### src/eth_pkg.sv
/* Ethernet/IPv4/UDP protocol constants, header byte offsets,
   and the beat and header-flag structs of the receive stream */
package eth_pkg;

  // ----------------------------
  // beat geometry
  // ----------------------------
  localparam int ENET_W         = 64;
  localparam int BYTES_PER_BEAT = 8;
  // trailing byte count, 0 means all eight valid
  localparam int TRAIL_W        = 3;

  // ----------------------------
  // header byte offsets from frame start
  // ----------------------------
  localparam int DST_MAC_BYTE  = 0;
  localparam int ETH_TYPE_BYTE = 12;
  localparam int PROTOCOL_BYTE = 23;
  localparam int DST_IP_BYTE   = 30;
  localparam int DST_PORT_BYTE = 36;
  // beat holding byte 37, last byte of the udp dst port
  localparam int HEADER_LAST_BEAT = 4;

  // protocol values
  localparam logic [47:0] ETH_ADDR_BCAST = 48'hFFFF_FFFF_FFFF;
  localparam logic [15:0] ETH_TYPE_IPV4  = 16'h0800;
  localparam logic [7:0]  IPV4_PROTO_UDP = 8'd17;

  // beat as delivered by the mac, error travels on its own port
  typedef struct packed {
    logic [ENET_W-1:0]  data;
    logic [TRAIL_W-1:0] trailing;
    logic               last;
  } eth_rx_beat_t;

  // beat inside the design and on the outputs
  typedef struct packed {
    logic [ENET_W-1:0]  data;
    logic [TRAIL_W-1:0] trailing;
    logic               last;
  } eth_beat_t;

  // header decode results, valid with the header-done beat
  typedef struct packed {
    logic is_broadcast;
    logic is_ipv4;
    logic is_udp;
    logic ip_and_port_match;
  } header_flags_t;

endpackage

### src/dispatch_pkg.sv
/* routing and classifier state encodings, gate write struct
   and packet buffer depth for the receive dispatcher */
package dispatch_pkg;

  // ----------------------------
  // routing decision
  // ----------------------------
  typedef enum logic [1:0] {
    ROUTE_NONE = 2'd0,
    ROUTE_CHDR = 2'd1,
    ROUTE_CPU  = 2'd2
  } route_t;

  // classifier fsm
  typedef enum logic [1:0] {
    ST_HEADER    = 2'd0,
    ST_FWD_CHDR  = 2'd1,
    ST_FWD_CPU   = 2'd2,
    ST_DROP_WAIT = 2'd3
  } classify_state_t;

  // one write into a packet gate
  // abort set means discard the frame in progress, beat not stored
  typedef struct packed {
    eth_pkg::eth_beat_t beat;
    logic               write;
    logic               abort;
  } gate_write_t;

  // words per gate, five 100-beat frames fit
  localparam int GATE_DEPTH_WORDS = 512;

endpackage

### src/dispatch_classifier.sv
/* classifier fsm: writes each frame to both packet gates until the
   header is decoded, then keeps one gate and aborts the other */
`timescale 1ns/10ps

module dispatch_classifier
  import eth_pkg::*;
  import dispatch_pkg::*;
(
  input  logic            clk_eth_rx,
  input  logic            reset,
  input  logic            p_valid,
  input  eth_beat_t       p_beat,
  input  logic            p_error,
  input  logic            p_header_done,
  input  header_flags_t   p_flags,
  output gate_write_t     chdr_wr,
  output gate_write_t     cpu_wr
);

  classify_state_t state, state_nxt;
  route_t          route;
  logic            decided;
  logic            chdr_we, chdr_ab, cpu_we, cpu_ab;
  logic            chdr_commit, cpu_commit;

  // ----------------------------
  // route decision
  // ----------------------------
  always_comb begin
    route = ROUTE_NONE;
    if (!p_error) begin
      if (p_header_done) begin
        // broadcast wins over a chdr match
        if (!p_flags.is_broadcast && p_flags.is_ipv4 && p_flags.is_udp &&
            p_flags.ip_and_port_match) begin
          route = ROUTE_CHDR;
        end else begin
          route = ROUTE_CPU;
        end
      end else if (p_beat.last) begin
        // frame ended inside the header
        route = ROUTE_CPU;
      end
    end
    decided = p_error || p_header_done || p_beat.last;
  end

  // next state and gate write strobes
  always_comb begin
    state_nxt = state;
    chdr_we   = 1'b0;
    chdr_ab   = 1'b0;
    cpu_we    = 1'b0;
    cpu_ab    = 1'b0;
    if (p_valid) begin
      case (state)
        ST_HEADER: begin
          // both gates hold the frame until the route is known
          chdr_we = 1'b1;
          cpu_we  = 1'b1;
          if (decided) begin
            chdr_ab = (route != ROUTE_CHDR);
            cpu_ab  = (route != ROUTE_CPU);
            case (route)
              ROUTE_CHDR: state_nxt = ST_FWD_CHDR;
              ROUTE_CPU:  state_nxt = ST_FWD_CPU;
              default:    state_nxt = ST_DROP_WAIT;
            endcase
          end
        end
        ST_FWD_CHDR: begin
          chdr_we = 1'b1;
          chdr_ab = p_error;
          if (p_error) state_nxt = ST_DROP_WAIT;
        end
        ST_FWD_CPU: begin
          cpu_we = 1'b1;
          cpu_ab = p_error;
          if (p_error) state_nxt = ST_DROP_WAIT;
        end
        default: begin
          // drop wait, swallow beats until last
        end
      endcase
      // every frame restarts in header state
      if (p_beat.last) state_nxt = ST_HEADER;
    end
  end

  // ----------------------------
  // registered gate writes
  // ----------------------------
  always_ff @(posedge clk_eth_rx) begin
    chdr_wr.beat <= p_beat;
    cpu_wr.beat  <= p_beat;
    if (reset) begin
      state         <= ST_HEADER;
      chdr_wr.write <= 1'b0;
      chdr_wr.abort <= 1'b0;
      cpu_wr.write  <= 1'b0;
      cpu_wr.abort  <= 1'b0;
    end else begin
      state         <= state_nxt;
      chdr_wr.write <= chdr_we;
      chdr_wr.abort <= chdr_ab;
      cpu_wr.write  <= cpu_we;
      cpu_wr.abort  <= cpu_ab;
    end
  end

  assign chdr_commit = chdr_wr.write && !chdr_wr.abort && chdr_wr.beat.last;
  assign cpu_commit  = cpu_wr.write && !cpu_wr.abort && cpu_wr.beat.last;

  // a frame lands in one gate at most
  a_single_commit : assert property (
    @(posedge clk_eth_rx) disable iff (reset) !(chdr_commit && cpu_commit)
  );

endmodule

### config.mk
export PLATFORM = sky130hd
export DESIGN_NAME = dispatch_classifier
export DESIGN_NICKNAME = d
export VERILOG_FILES = /design/src/eth_pkg.sv /design/src/dispatch_pkg.sv /design/src/dispatch_classifier.sv
export SDC_FILE = /design/constraint.sdc
export NUM_CORES = 1
export LEC_CHECK = 0
export BUFFER_PORTS_ARGS = -buffer_cell sky130_fd_sc_hd__buf_2
export CORE_AREA = 2 2 83 85
export CTS_BUF_LIST = sky130_fd_sc_hd__clkbuf_4 sky130_fd_sc_hd__clkbuf_8
export CTS_CLUSTER_SIZE = 12
export DETAILED_ROUTE_END_ITERATION = 7
export DIE_AREA = 0 0 85 87
export GPL_TIMING_DRIVEN = 0
export PLACE_DENSITY = 0.84
export SLEW_MARGIN = 20
export SYNTH_ARGS = -nofsm -noshare
export SYNTH_HDL_FRONTEND = slang
export SYNTH_SLANG_ARGS = --single-unit
### constraint.sdc
create_clock -name clk_eth_rx -period 1.97 [get_ports clk_eth_rx]
set_input_delay 0.394 -clock clk_eth_rx [delete_from_list [all_inputs] [get_ports clk_eth_rx]]
set_output_delay 0.394 -clock clk_eth_rx [all_outputs]
set_load 0.01 [all_outputs]
==> results.yml <==
logic_synthesis:
  yosysSeqAreaShare_pct: 67.3
  synth_top_area_share_pct: 67.3
  synth-edff-count: 0
  syn_area_um2: 2200
  yosysWarnings: 0
  synth_top_area_cell: "dfxtp_1"
  ys_top_cells_by_count: "74 x dfxtp_1, 68 x buf_4, 4 x nor2_1, 3 x ha_1, 3 x nand2b_1"
  synth_top_cells_by_area: "dfxtp_1 67%, buf_4 23%, ha_1 1.7%"
  synthFlopType: "dfxtp_1"
  yosysMostFrequentCell: "dfxtp_1"
  avgSynthCellArea_um2: 12.9
  async_flop_share_pct: 0
  syn_nets: 250
  syn_inst: 170
  synth_seq_cells: 74
  synthDistinctLibCells: 19
die:
  initial_core_util_pct: 33.5
  die_h_um: 87
  dieArea_um2: 7400
  coreArea_um2: 6570
  die_x_um: 85
  io_pins: 217
  fp-row-count: 30
clock_tree:
  cts_sinks: 74
  clock_path_buffers: 2
  ctsHoldBuffers: 0
  cts-resized-gates: 0
  cts.clk_slew.worst_paths_ps: 80
  worstSkewPairLatency_ps: 330
  cts-root-buf: "clkbuf_8"
  cts_setup_buffers: 0
  cts_tree: "built"
  h-tree-depth: 3
  cts_made_buffers: 9
worst_setup_path:
  worstPathRequired_ps: 2200
  worstSetupEndpointType: "flop"
  critPathMaxFanout: 4
  crit_type: "reg2reg"
  worst_path_max_delay_cell: "ha_1"
  worstPathArrival_ps: 1800
  path_cells: "inv_1, ha_1, or3_1, o311a_1, o32ai_1"
  critPathLaunchType: "flop"
  slowest_delay_ps: 380
hold_path:
  hold_path_class: "in2reg"
sta:
  setup_ws_ps: 402
  rsz0062_at_grt: "no"
  timing.slew.headroom_pct: 82.5
  holdWs_ps: 153
  worst_slew_pin_slew_ps: 259
  fin_tns_setup_ps: 0
  finalCritPeriodShare_pct: 79.6
  finalCriticalPeriod_ps: 1570
  setup_violations: 0
  hold_viol_final: 0
  max_clock_freq_ghz: 0.638
  slew_viol_final: 0
  skew_ps: 0.940
global_routing:
  antenna_found_initial: 3
  grt_max_degree: 13
  grt_pass1_wl_um: 7850
  grt.total_usage_pct: 14.0
  overflow: 0
  grt_pass1_vias: 1699
route:
  vias: 1898
  drt_iter0_drc: 42
  wl_per_cell_um: 11.8
  wirelength_um: 5690
  vias_per_cell: 3.92
  ant_nets: 0
  post-route-drc-count: 0
  firstDrtPassIters: 4
placed_design:
  io_buffers: 216
  place_ws_ps: 407
  finalWeightedCongestion: 0.678
  dpl.hpwl_um: 4850
pwr:
  finalPower_mw: 3.30
  p_per_area_nw_per_um2: 917
  p_leak_nw: 1.98
  ir_drop_mv: 0.617
cells_and_area:
  drive_gt1_share_pct: 75.1
  multiInputGateArea_um2: 200
  areaGrowthSynthToFinish_pct: 63.7
  nNetsFinal: 477
  layout.area.seq_um2: 1480
  post-route-util_pct: 54.8
  fillers: 561
run:
  maxCapViolCount: 0
status:
  status: "complete, no violations"
-- sequential cells by signal (all words and copies together) (netlist names) --
| name | flops |
|---|---|
| state | 2 |
| chdr_wr | 2 |
| cpu_wr | 70 |
-- area by class of cell --
class | instances | share of cell area (%)
flip-flops and latches | 74 | 41.2
repair buffers | 216 | 30.0
plain buffers | 68 | 14.2
multi-input cells | 26 | 5.56
clock buffers | 10 | 3.65
well taps | 80 | 2.78
clock inverters | 5 | 2.22
inverters | 2 | 0.209
diodes | 3 | 0.209
-- worst max-delay path: cells and delay by family, from the launching register on --
| family | cells | cell delay, ps |
|---|---|---|
| AOI/OAI and AO/OA | 2 | 270 |
| adders and majority gates | 1 | 380 |
| buffers and inverters | 1 | 80 |
| DFF | 1 | 360 |
| and+or+nand+nor | 1 | 380 |
-- power by group --
part	leakage [nW]	total (mW)	internal, mW	switching, mW
sequential	0.623	1.62	1.58	0.0417
combinational	1.26	0.445	0.253	0.192
clock	0.102	1.23	0.718	0.516
total	1.98	3.30	2.55	0.750
-- cells in the final DEF, fill, tap and decap left out --
master,count
buf_2,216
dfxtp_1,74
buf_4,68
clkbuf_8,9
nor2_1,4
diode_2,3
nand2b_1,3
ha_1,3
inv_1,2
o32ai_1,2
o21ai_0,2
a21oi_1,2
clkinvlp_4,2
bufinv_16,2
and4b_1,1
nor4b_1,1
nor2b_4,1
nor2b_1,1
o221ai_2,1
or3_1,1
o311a_1,1
o21a_1,1
nand3_1,1
and3b_1,1
clkbuf_4,1
clkinv_2,1
-- routing by layer --
layer  global-route usage, %  up-vias  wire length [um]
met4                    5.63        0                71
met3                    7.68        7               661
li1                        -      931                 -
met5                       0        -                 0
met1                    14.1      854              2020
met2                    24.3      106              2940
-- final timing paths --
kind / slack (ps) / depth (start not counted) / startpoint / end
worst max-delay path: 400 / 5 / state[0] / state[0]
worst min-delay path: 150 / 1 / p_beat[55] / cpu_wr[57]
worst max register to register: 400 / 5 / state[0] / state[0]
worst min register to register: 520 / 2 / state[1] / state[1]
-- through the flow --
stage,std cells,instance area [um^2]
2_1_floorplan,170,2200
3_3_place_gp,466,3380
3_5_place_dp,466,3380
4_1_cts,481,3590
5_1_grt,482,3590
6_report,484,3600
-- cells by family after synthesis --
group	after synthesis	synth area share, %
adders and majority gates	3	1.71
AOI/OAI and AO/OA	9	3.19
DFF	74	67.3
buffers and inverters	70	23.5
and+or+nand+nor	14	4.21
(Power assumes the default switching activity.)
