`src/eth_pkg.sv`:
```
/* Ethernet/IPv4/UDP protocol constants, header byte offsets,
   and the beat and header-flag structs of the receive stream */
package eth_pkg;

  // ----------------------------
  // beat geometry
  // ----------------------------
  localparam int ENET_W         = 64;
  localparam int BYTES_PER_BEAT = 8;
  // trailing byte count, 0 means all eight valid
  localparam int TRAIL_W        = 3;

  // ----------------------------
  // header byte offsets from frame start
  // ----------------------------
  localparam int DST_MAC_BYTE  = 0;
  localparam int ETH_TYPE_BYTE = 12;
  localparam int PROTOCOL_BYTE = 23;
  localparam int DST_IP_BYTE   = 30;
  localparam int DST_PORT_BYTE = 36;
  // beat holding byte 37, last byte of the udp dst port
  localparam int HEADER_LAST_BEAT = 4;

  // protocol values
  localparam logic [47:0] ETH_ADDR_BCAST = 48'hFFFF_FFFF_FFFF;
  localparam logic [15:0] ETH_TYPE_IPV4  = 16'h0800;
  localparam logic [7:0]  IPV4_PROTO_UDP = 8'd17;

  // beat as delivered by the mac, error travels on its own port
  typedef struct packed {
    logic [ENET_W-1:0]  data;
    logic [TRAIL_W-1:0] trailing;
    logic               last;
  } eth_rx_beat_t;

  // beat inside the design and on the outputs
  typedef struct packed {
    logic [ENET_W-1:0]  data;
    logic [TRAIL_W-1:0] trailing;
    logic               last;
  } eth_beat_t;

  // header decode results, valid with the header-done beat
  typedef struct packed {
    logic is_broadcast;
    logic is_ipv4;
    logic is_udp;
    logic ip_and_port_match;
  } header_flags_t;

endpackage

```
`src/eth_header_parser.sv`:
```
/* input stage that registers rx beats, captures eth/ipv4/udp header
   fields and produces the match flags for the classifier */
`timescale 1ns/10ps

module eth_header_parser
  import eth_pkg::*;
(
  input  logic          clk_eth_rx,
  input  logic          reset,
  input  logic          rx_valid,
  input  eth_rx_beat_t  rx_beat,
  input  logic          rx_error,
  input  logic [31:0]   my_ip,
  input  logic [15:0]   my_udp_chdr_port,
  output logic          p_valid,
  output eth_beat_t     p_beat,
  output logic          p_error,
  output logic          p_header_done,
  output header_flags_t p_flags
);

  // beat index in the frame that saturates past the header
  logic [2:0]  beat_cnt;
  logic        at_hdr_end;

  // captured fields and the same fields merged with the live beat
  logic [47:0] mac_q, mac_new;
  logic [15:0] type_q, type_new;
  logic [7:0]  proto_q, proto_new;
  logic [31:0] ip_q, ip_new;
  logic [15:0] port_q, port_new;

  // overlay the bytes of one field that sit in the current beat
  // field is right aligned with the first byte most significant
  function automatic logic [47:0] merge_field(
    input logic [47:0]       old_val,
    input int                first_byte,
    input int                num_bytes,
    input logic [2:0]        beat_idx,
    input logic [ENET_W-1:0] data
  );
    logic [47:0] val;
    int          pos;
    val = old_val;
    for (int i = 0; i < 6; i++) begin
      pos = first_byte + i;
      if (i < num_bytes) begin
        if (beat_idx == pos / BYTES_PER_BEAT) begin
          val[8*(num_bytes-1-i) +: 8] = data[8*(pos % BYTES_PER_BEAT) +: 8];
        end
      end
    end
    return val;
  endfunction

  assign at_hdr_end = (beat_cnt == 3'(HEADER_LAST_BEAT));

  always_comb begin
    mac_new   = merge_field(mac_q, DST_MAC_BYTE, 6, beat_cnt, rx_beat.data);
    type_new  = 16'(merge_field(48'(type_q), ETH_TYPE_BYTE, 2, beat_cnt, rx_beat.data));
    proto_new = 8'(merge_field(48'(proto_q), PROTOCOL_BYTE, 1, beat_cnt, rx_beat.data));
    ip_new    = 32'(merge_field(48'(ip_q), DST_IP_BYTE, 4, beat_cnt, rx_beat.data));
    port_new  = 16'(merge_field(48'(port_q), DST_PORT_BYTE, 2, beat_cnt, rx_beat.data));
  end

  // ----------------------------
  // beat counter and control
  // ----------------------------
  always_ff @(posedge clk_eth_rx) begin
    if (reset) begin
      beat_cnt      <= '0;
      p_valid       <= 1'b0;
      p_error       <= 1'b0;
      p_header_done <= 1'b0;
    end else begin
      p_valid       <= rx_valid;
      p_error       <= rx_valid && rx_error;
      p_header_done <= rx_valid && at_hdr_end;
      if (rx_valid) begin
        if (rx_beat.last) begin
          beat_cnt <= '0;
        end else if (beat_cnt != 3'd7) begin
          beat_cnt <= beat_cnt + 3'd1;
        end
      end
    end
  end

  // ----------------------------
  // payload and header capture
  // ----------------------------
  always_ff @(posedge clk_eth_rx) begin
    if (rx_valid) begin
      p_beat.data     <= rx_beat.data;
      p_beat.trailing <= rx_beat.trailing;
      p_beat.last     <= rx_beat.last;
      mac_q           <= mac_new;
      type_q          <= type_new;
      proto_q         <= proto_new;
      ip_q            <= ip_new;
      port_q          <= port_new;
    end
    // flags from the last header beat in step with p_header_done
    if (rx_valid && at_hdr_end) begin
      p_flags.is_broadcast      <= (mac_new == ETH_ADDR_BCAST);
      p_flags.is_ipv4           <= (type_new == ETH_TYPE_IPV4);
      p_flags.is_udp            <= (proto_new == IPV4_PROTO_UDP);
      p_flags.ip_and_port_match <= (ip_new == my_ip) &&
                                   (port_new == my_udp_chdr_port);
    end
  end

  // header done marks one real beat per header
  a_hdr_done_valid : assert property (
    @(posedge clk_eth_rx) disable iff (reset)
      p_header_done |-> p_valid && !$past(p_header_done)
  );

endmodule

```
`config.mk`:
```
export PLATFORM = sky130hd
export DESIGN_NAME = eth_header_parser
export DESIGN_NICKNAME = d
export VERILOG_FILES = /design/src/eth_pkg.sv /design/src/eth_header_parser.sv
export SDC_FILE = /design/constraint.sdc
export NUM_CORES = 1
export LEC_CHECK = 0
export ABC_CLOCK_PERIOD_IN_PS = 3150
export BUFFER_PORTS_ARGS = -buffer_cell sky130_fd_sc_hd__buf_2
export CAP_MARGIN = 15
export CORE_UTILIZATION = 54
export CTS_BUF_LIST = sky130_fd_sc_hd__clkbuf_16
export CTS_CLUSTER_SIZE = 20
export DETAILED_ROUTE_END_ITERATION = 8
export GPL_TIMING_DRIVEN = 1
export PLACE_DENSITY = 0.8
export REMOVE_ABC_BUFFERS = 1
export SETUP_SLACK_MARGIN = 0.2
export SYNTH_ARGS = -nofsm -noshare
export SYNTH_HDL_FRONTEND = slang
export SYNTH_SLANG_ARGS = --single-unit
```
`constraint.sdc`:
```
create_clock -name clk_eth_rx -period 3.15 [get_ports clk_eth_rx]
set_input_delay 0.315 -clock clk_eth_rx [delete_from_list [all_inputs] [get_ports clk_eth_rx]]
set_output_delay 0.315 -clock clk_eth_rx [all_outputs]
set_load 0.02 [all_outputs]
```
==> impl_metrics.toml <==
[critical_path]
crit_cells = 8
start_kind = "register"
crit_required_ns = 3.42
critPathKind = "reg2reg"
path_buf_inv = 0
endpoint_kind = "register"
path_max_fanout = 9
cp.arrival_ns = 3.05
critical-path-top-delay-family = "simple AND/OR/NAND/NOR gates"
slowest_delay_ns = 0.42
crit_chain = "ha_1 -> ha_2 -> mux2_2 -> xnor2_1 -> o311ai_0 -> nor4b_1 -> o2111ai_1 -> nor4_2"
ff2ff_path_depth = 8
cp_slowest_cell = "dfxtp_1"

[layout]
fin_nets = 928
syn_to_final_growth_pct = 21.4
drive_above_1_share = 0.407
fin_util = 0.670

[global_routing]
antenna_found_initial = 0
grt_pass1_vias = 5930
grt_start_max_net_pins = 84
grt.overflow.total = 0
grt_usage = 0.263
grt_pass1_wl_mm = 32.1

[cts]
clk-insertion-delay-late_ns = 0.44
clockRootBuffer = "clkbuf_16"
post_cts_buffers = 0
cts_resized = 2
holdBufCountCts = 0
cts.htree.levels = 4
clock-sinks = 198
cts_buffers = 17
tritoncts = "built"
clk_pin_slew_ns = 0.07
cts_buffer_depth = 2

[logic_synthesis]
ys_types = 49
synthArstFlopShare = 0
ys_seq_area_frac = 0.674
ys.flop_type = "edfxtp_1"
synth_seq_cells = 198
postSynthCellCount = 595
synth_area_um2 = 8730
synth.avg_cell_area_um2 = 14.7
synth_edf_count = 192
synth_warnings = 0

[sta]
setup_ws_ns = 0.373
setup_tns_ns = 0
rsz0062_at_grt = "no"
period_share = 0.882
whs_ns = 0.0579
tightestPinTransition_ns = 0.754
hold_viol = 0
drv_slew = 0
skew_ns = 0.00932
min_period_ns = 2.78
slew_headroom = 0.496
max_freq_ghz = 0.360
finalSetupViolations = 0

[route]
detail_route.iter0.violations = 591
dr_total_vias = 6006
antenna_left = 0
drtPass1Iterations = 5
drc = 0
routed_via_density = 5.82
wl_per_cell_um = 20.7
drt_wl_total_mm = 21.3

[floorplan]
std_cell_rows = 46
core_um2 = 15800
die_x_um = 129
start_util = 0.552
die_y_um = 129
die_area_um2 = 16700
io_pins = 195

[power_and_ir_drop]
power_density_nw_per_um2 = 566
p_leak_nw = 4.10
ir_drop_mv = 0.383

[hold_path]
min_path_type = "in2reg"
whs_path_depth = 1

[placement]
dp_hpwl_mm = 15.4
gp_congestion = 0.913
numPortBuffers = 194
dp_slack_ns = 0.239

[flow_run]
max_cap_violations = 0

[outcome]
status = "complete, no violations"
==> layout make-up <==
class | count | area, um^2
sequential | 198 | 5890
fill | 1140 | 5230
multi-input combinational | 352 | 2660
timing repair buffer | 207 | 1100
clock buffer | 17 | 425
tap | 216 | 270
clock inverter | 15 | 153
inverter | 26 | 97.6
antenna | 1 | 2.50
==> sequential cells by signal, indices dropped and copies added, names as in the netlist <==
| register | count |
|---|---|
| proto_q | 8 |
| beat_cnt | 3 |
| p_beat | 68 |
| p_error | 1 |
| port_q | 16 |
| type_q | 16 |
| ip_q | 32 |
| p_flags | 4 |
| mac_q | 48 |
| p_header_done | 1 |
| p_valid | 1 |
==> synthesized netlist by cell type (all sizes together), types with 2 or more instances <==
cell type,n,share of area
edfxtp,192,0.66
mux2,88,0.11
nand2,68,0.029
nand4,29,0.021
inv,26,0.011
xnor2,20,0.020
o21ai,19,0.011
xor2,18,0.018
nor4,13,0.010
nor2,12,0.0052
clkbuf,10,0.0043
buf,9,0.0074
o22ai,9,0.0064
nor2b,7,0.0050
a21oi,6,0.0034
and2,6,0.0043
dfxtp,6,0.014
ha,6,0.0086
nand3,6,0.0034
nand2b,5,0.0036
a2111oi,4,0.0040
a221oi,4,0.0047
mux2i,4,0.0046
o2111ai,4,0.0040
o2bb2ai,4,0.0040
a31oi,2,0.0014
nor4b,2,0.0020
==> per-stage QoR <==
stage               power, mW  instance area, um^2  cells
global placement         3.84                10000    999
global route             6.18                10600   1031
finish                   6.00                10600   1032
floorplan                3.54                 8630    576
CTS                      6.01                10600   1031
detailed placement       3.87                10000    999
==> path summary, 6_finish.rpt <==
check,from,to,slack (ns)
setup / recovery,beat_cnt[0],p_flags[0],0.37
hold reg to reg,mac_q[36],mac_q[36],0.57
hold / removal,rx_beat[2],p_beat[2],0.06
setup reg to reg,beat_cnt[0],p_flags[0],0.37
==> metal layers <==
| metal | up-vias | track usage | wire [um] |
|---|---|---|---|
| met1 | 2982 | 0.345 | 8570 |
| met3 | 53 | 0.0524 | 1630 |
| met4 | 0 | 0.129 | 709 |
| li1 | 2689 | - | - |
| met2 | 282 | 0.423 | 10400 |
| met5 | - | 0 | 0 |
==> cells in the final DEF, fill, tap and decap left out, types with 6 or more instances in the layout <==
cell / instances
xor2_1: 18
dfxtp_1: 6
nor2_1: 12
o22ai_1: 9
nand2_1: 66
buf_2: 193
buf_4: 11
nor2b_1: 7
xnor2_1: 20
nand4_1: 29
mux2_2: 86
clkbuf_16: 17
nor4_1: 12
edfxtp_1: 192
inv_1: 26
o21ai_0: 19
nand3_1: 6
a21oi_1: 6
==> power breakdown <==
part	internal, mW	switching [mW]
clock network	1.17	1.00
logic	0.263	0.394
registers	3.10	0.0649
total	4.54	1.46
==> cell families after synthesis <==
logic type,count (synthesis),share of synthesized area
xor gates and xnor gates,38,0.0381
and+or+nand+nor,154,0.0887
muxes,92,0.119
adders and majority gates,6,0.00859
AOI/OAI and AO/OA,62,0.0490
DFF,198,0.674
buffers and inverters,45,0.0229
==> worst register-to-register path, delay by kind of cell (launching register included) <==
family,cells,cell delay [ns]
AO/OA/AOI/OAI,2,0.41
XOR/XNOR,1,0.16
adder cells (fa/ha/maj),2,0.57
flip-flops,1,0.42
multiplexers,1,0.40
AND/OR/NAND/NOR,2,0.64
(Power assumes the default switching activity.)
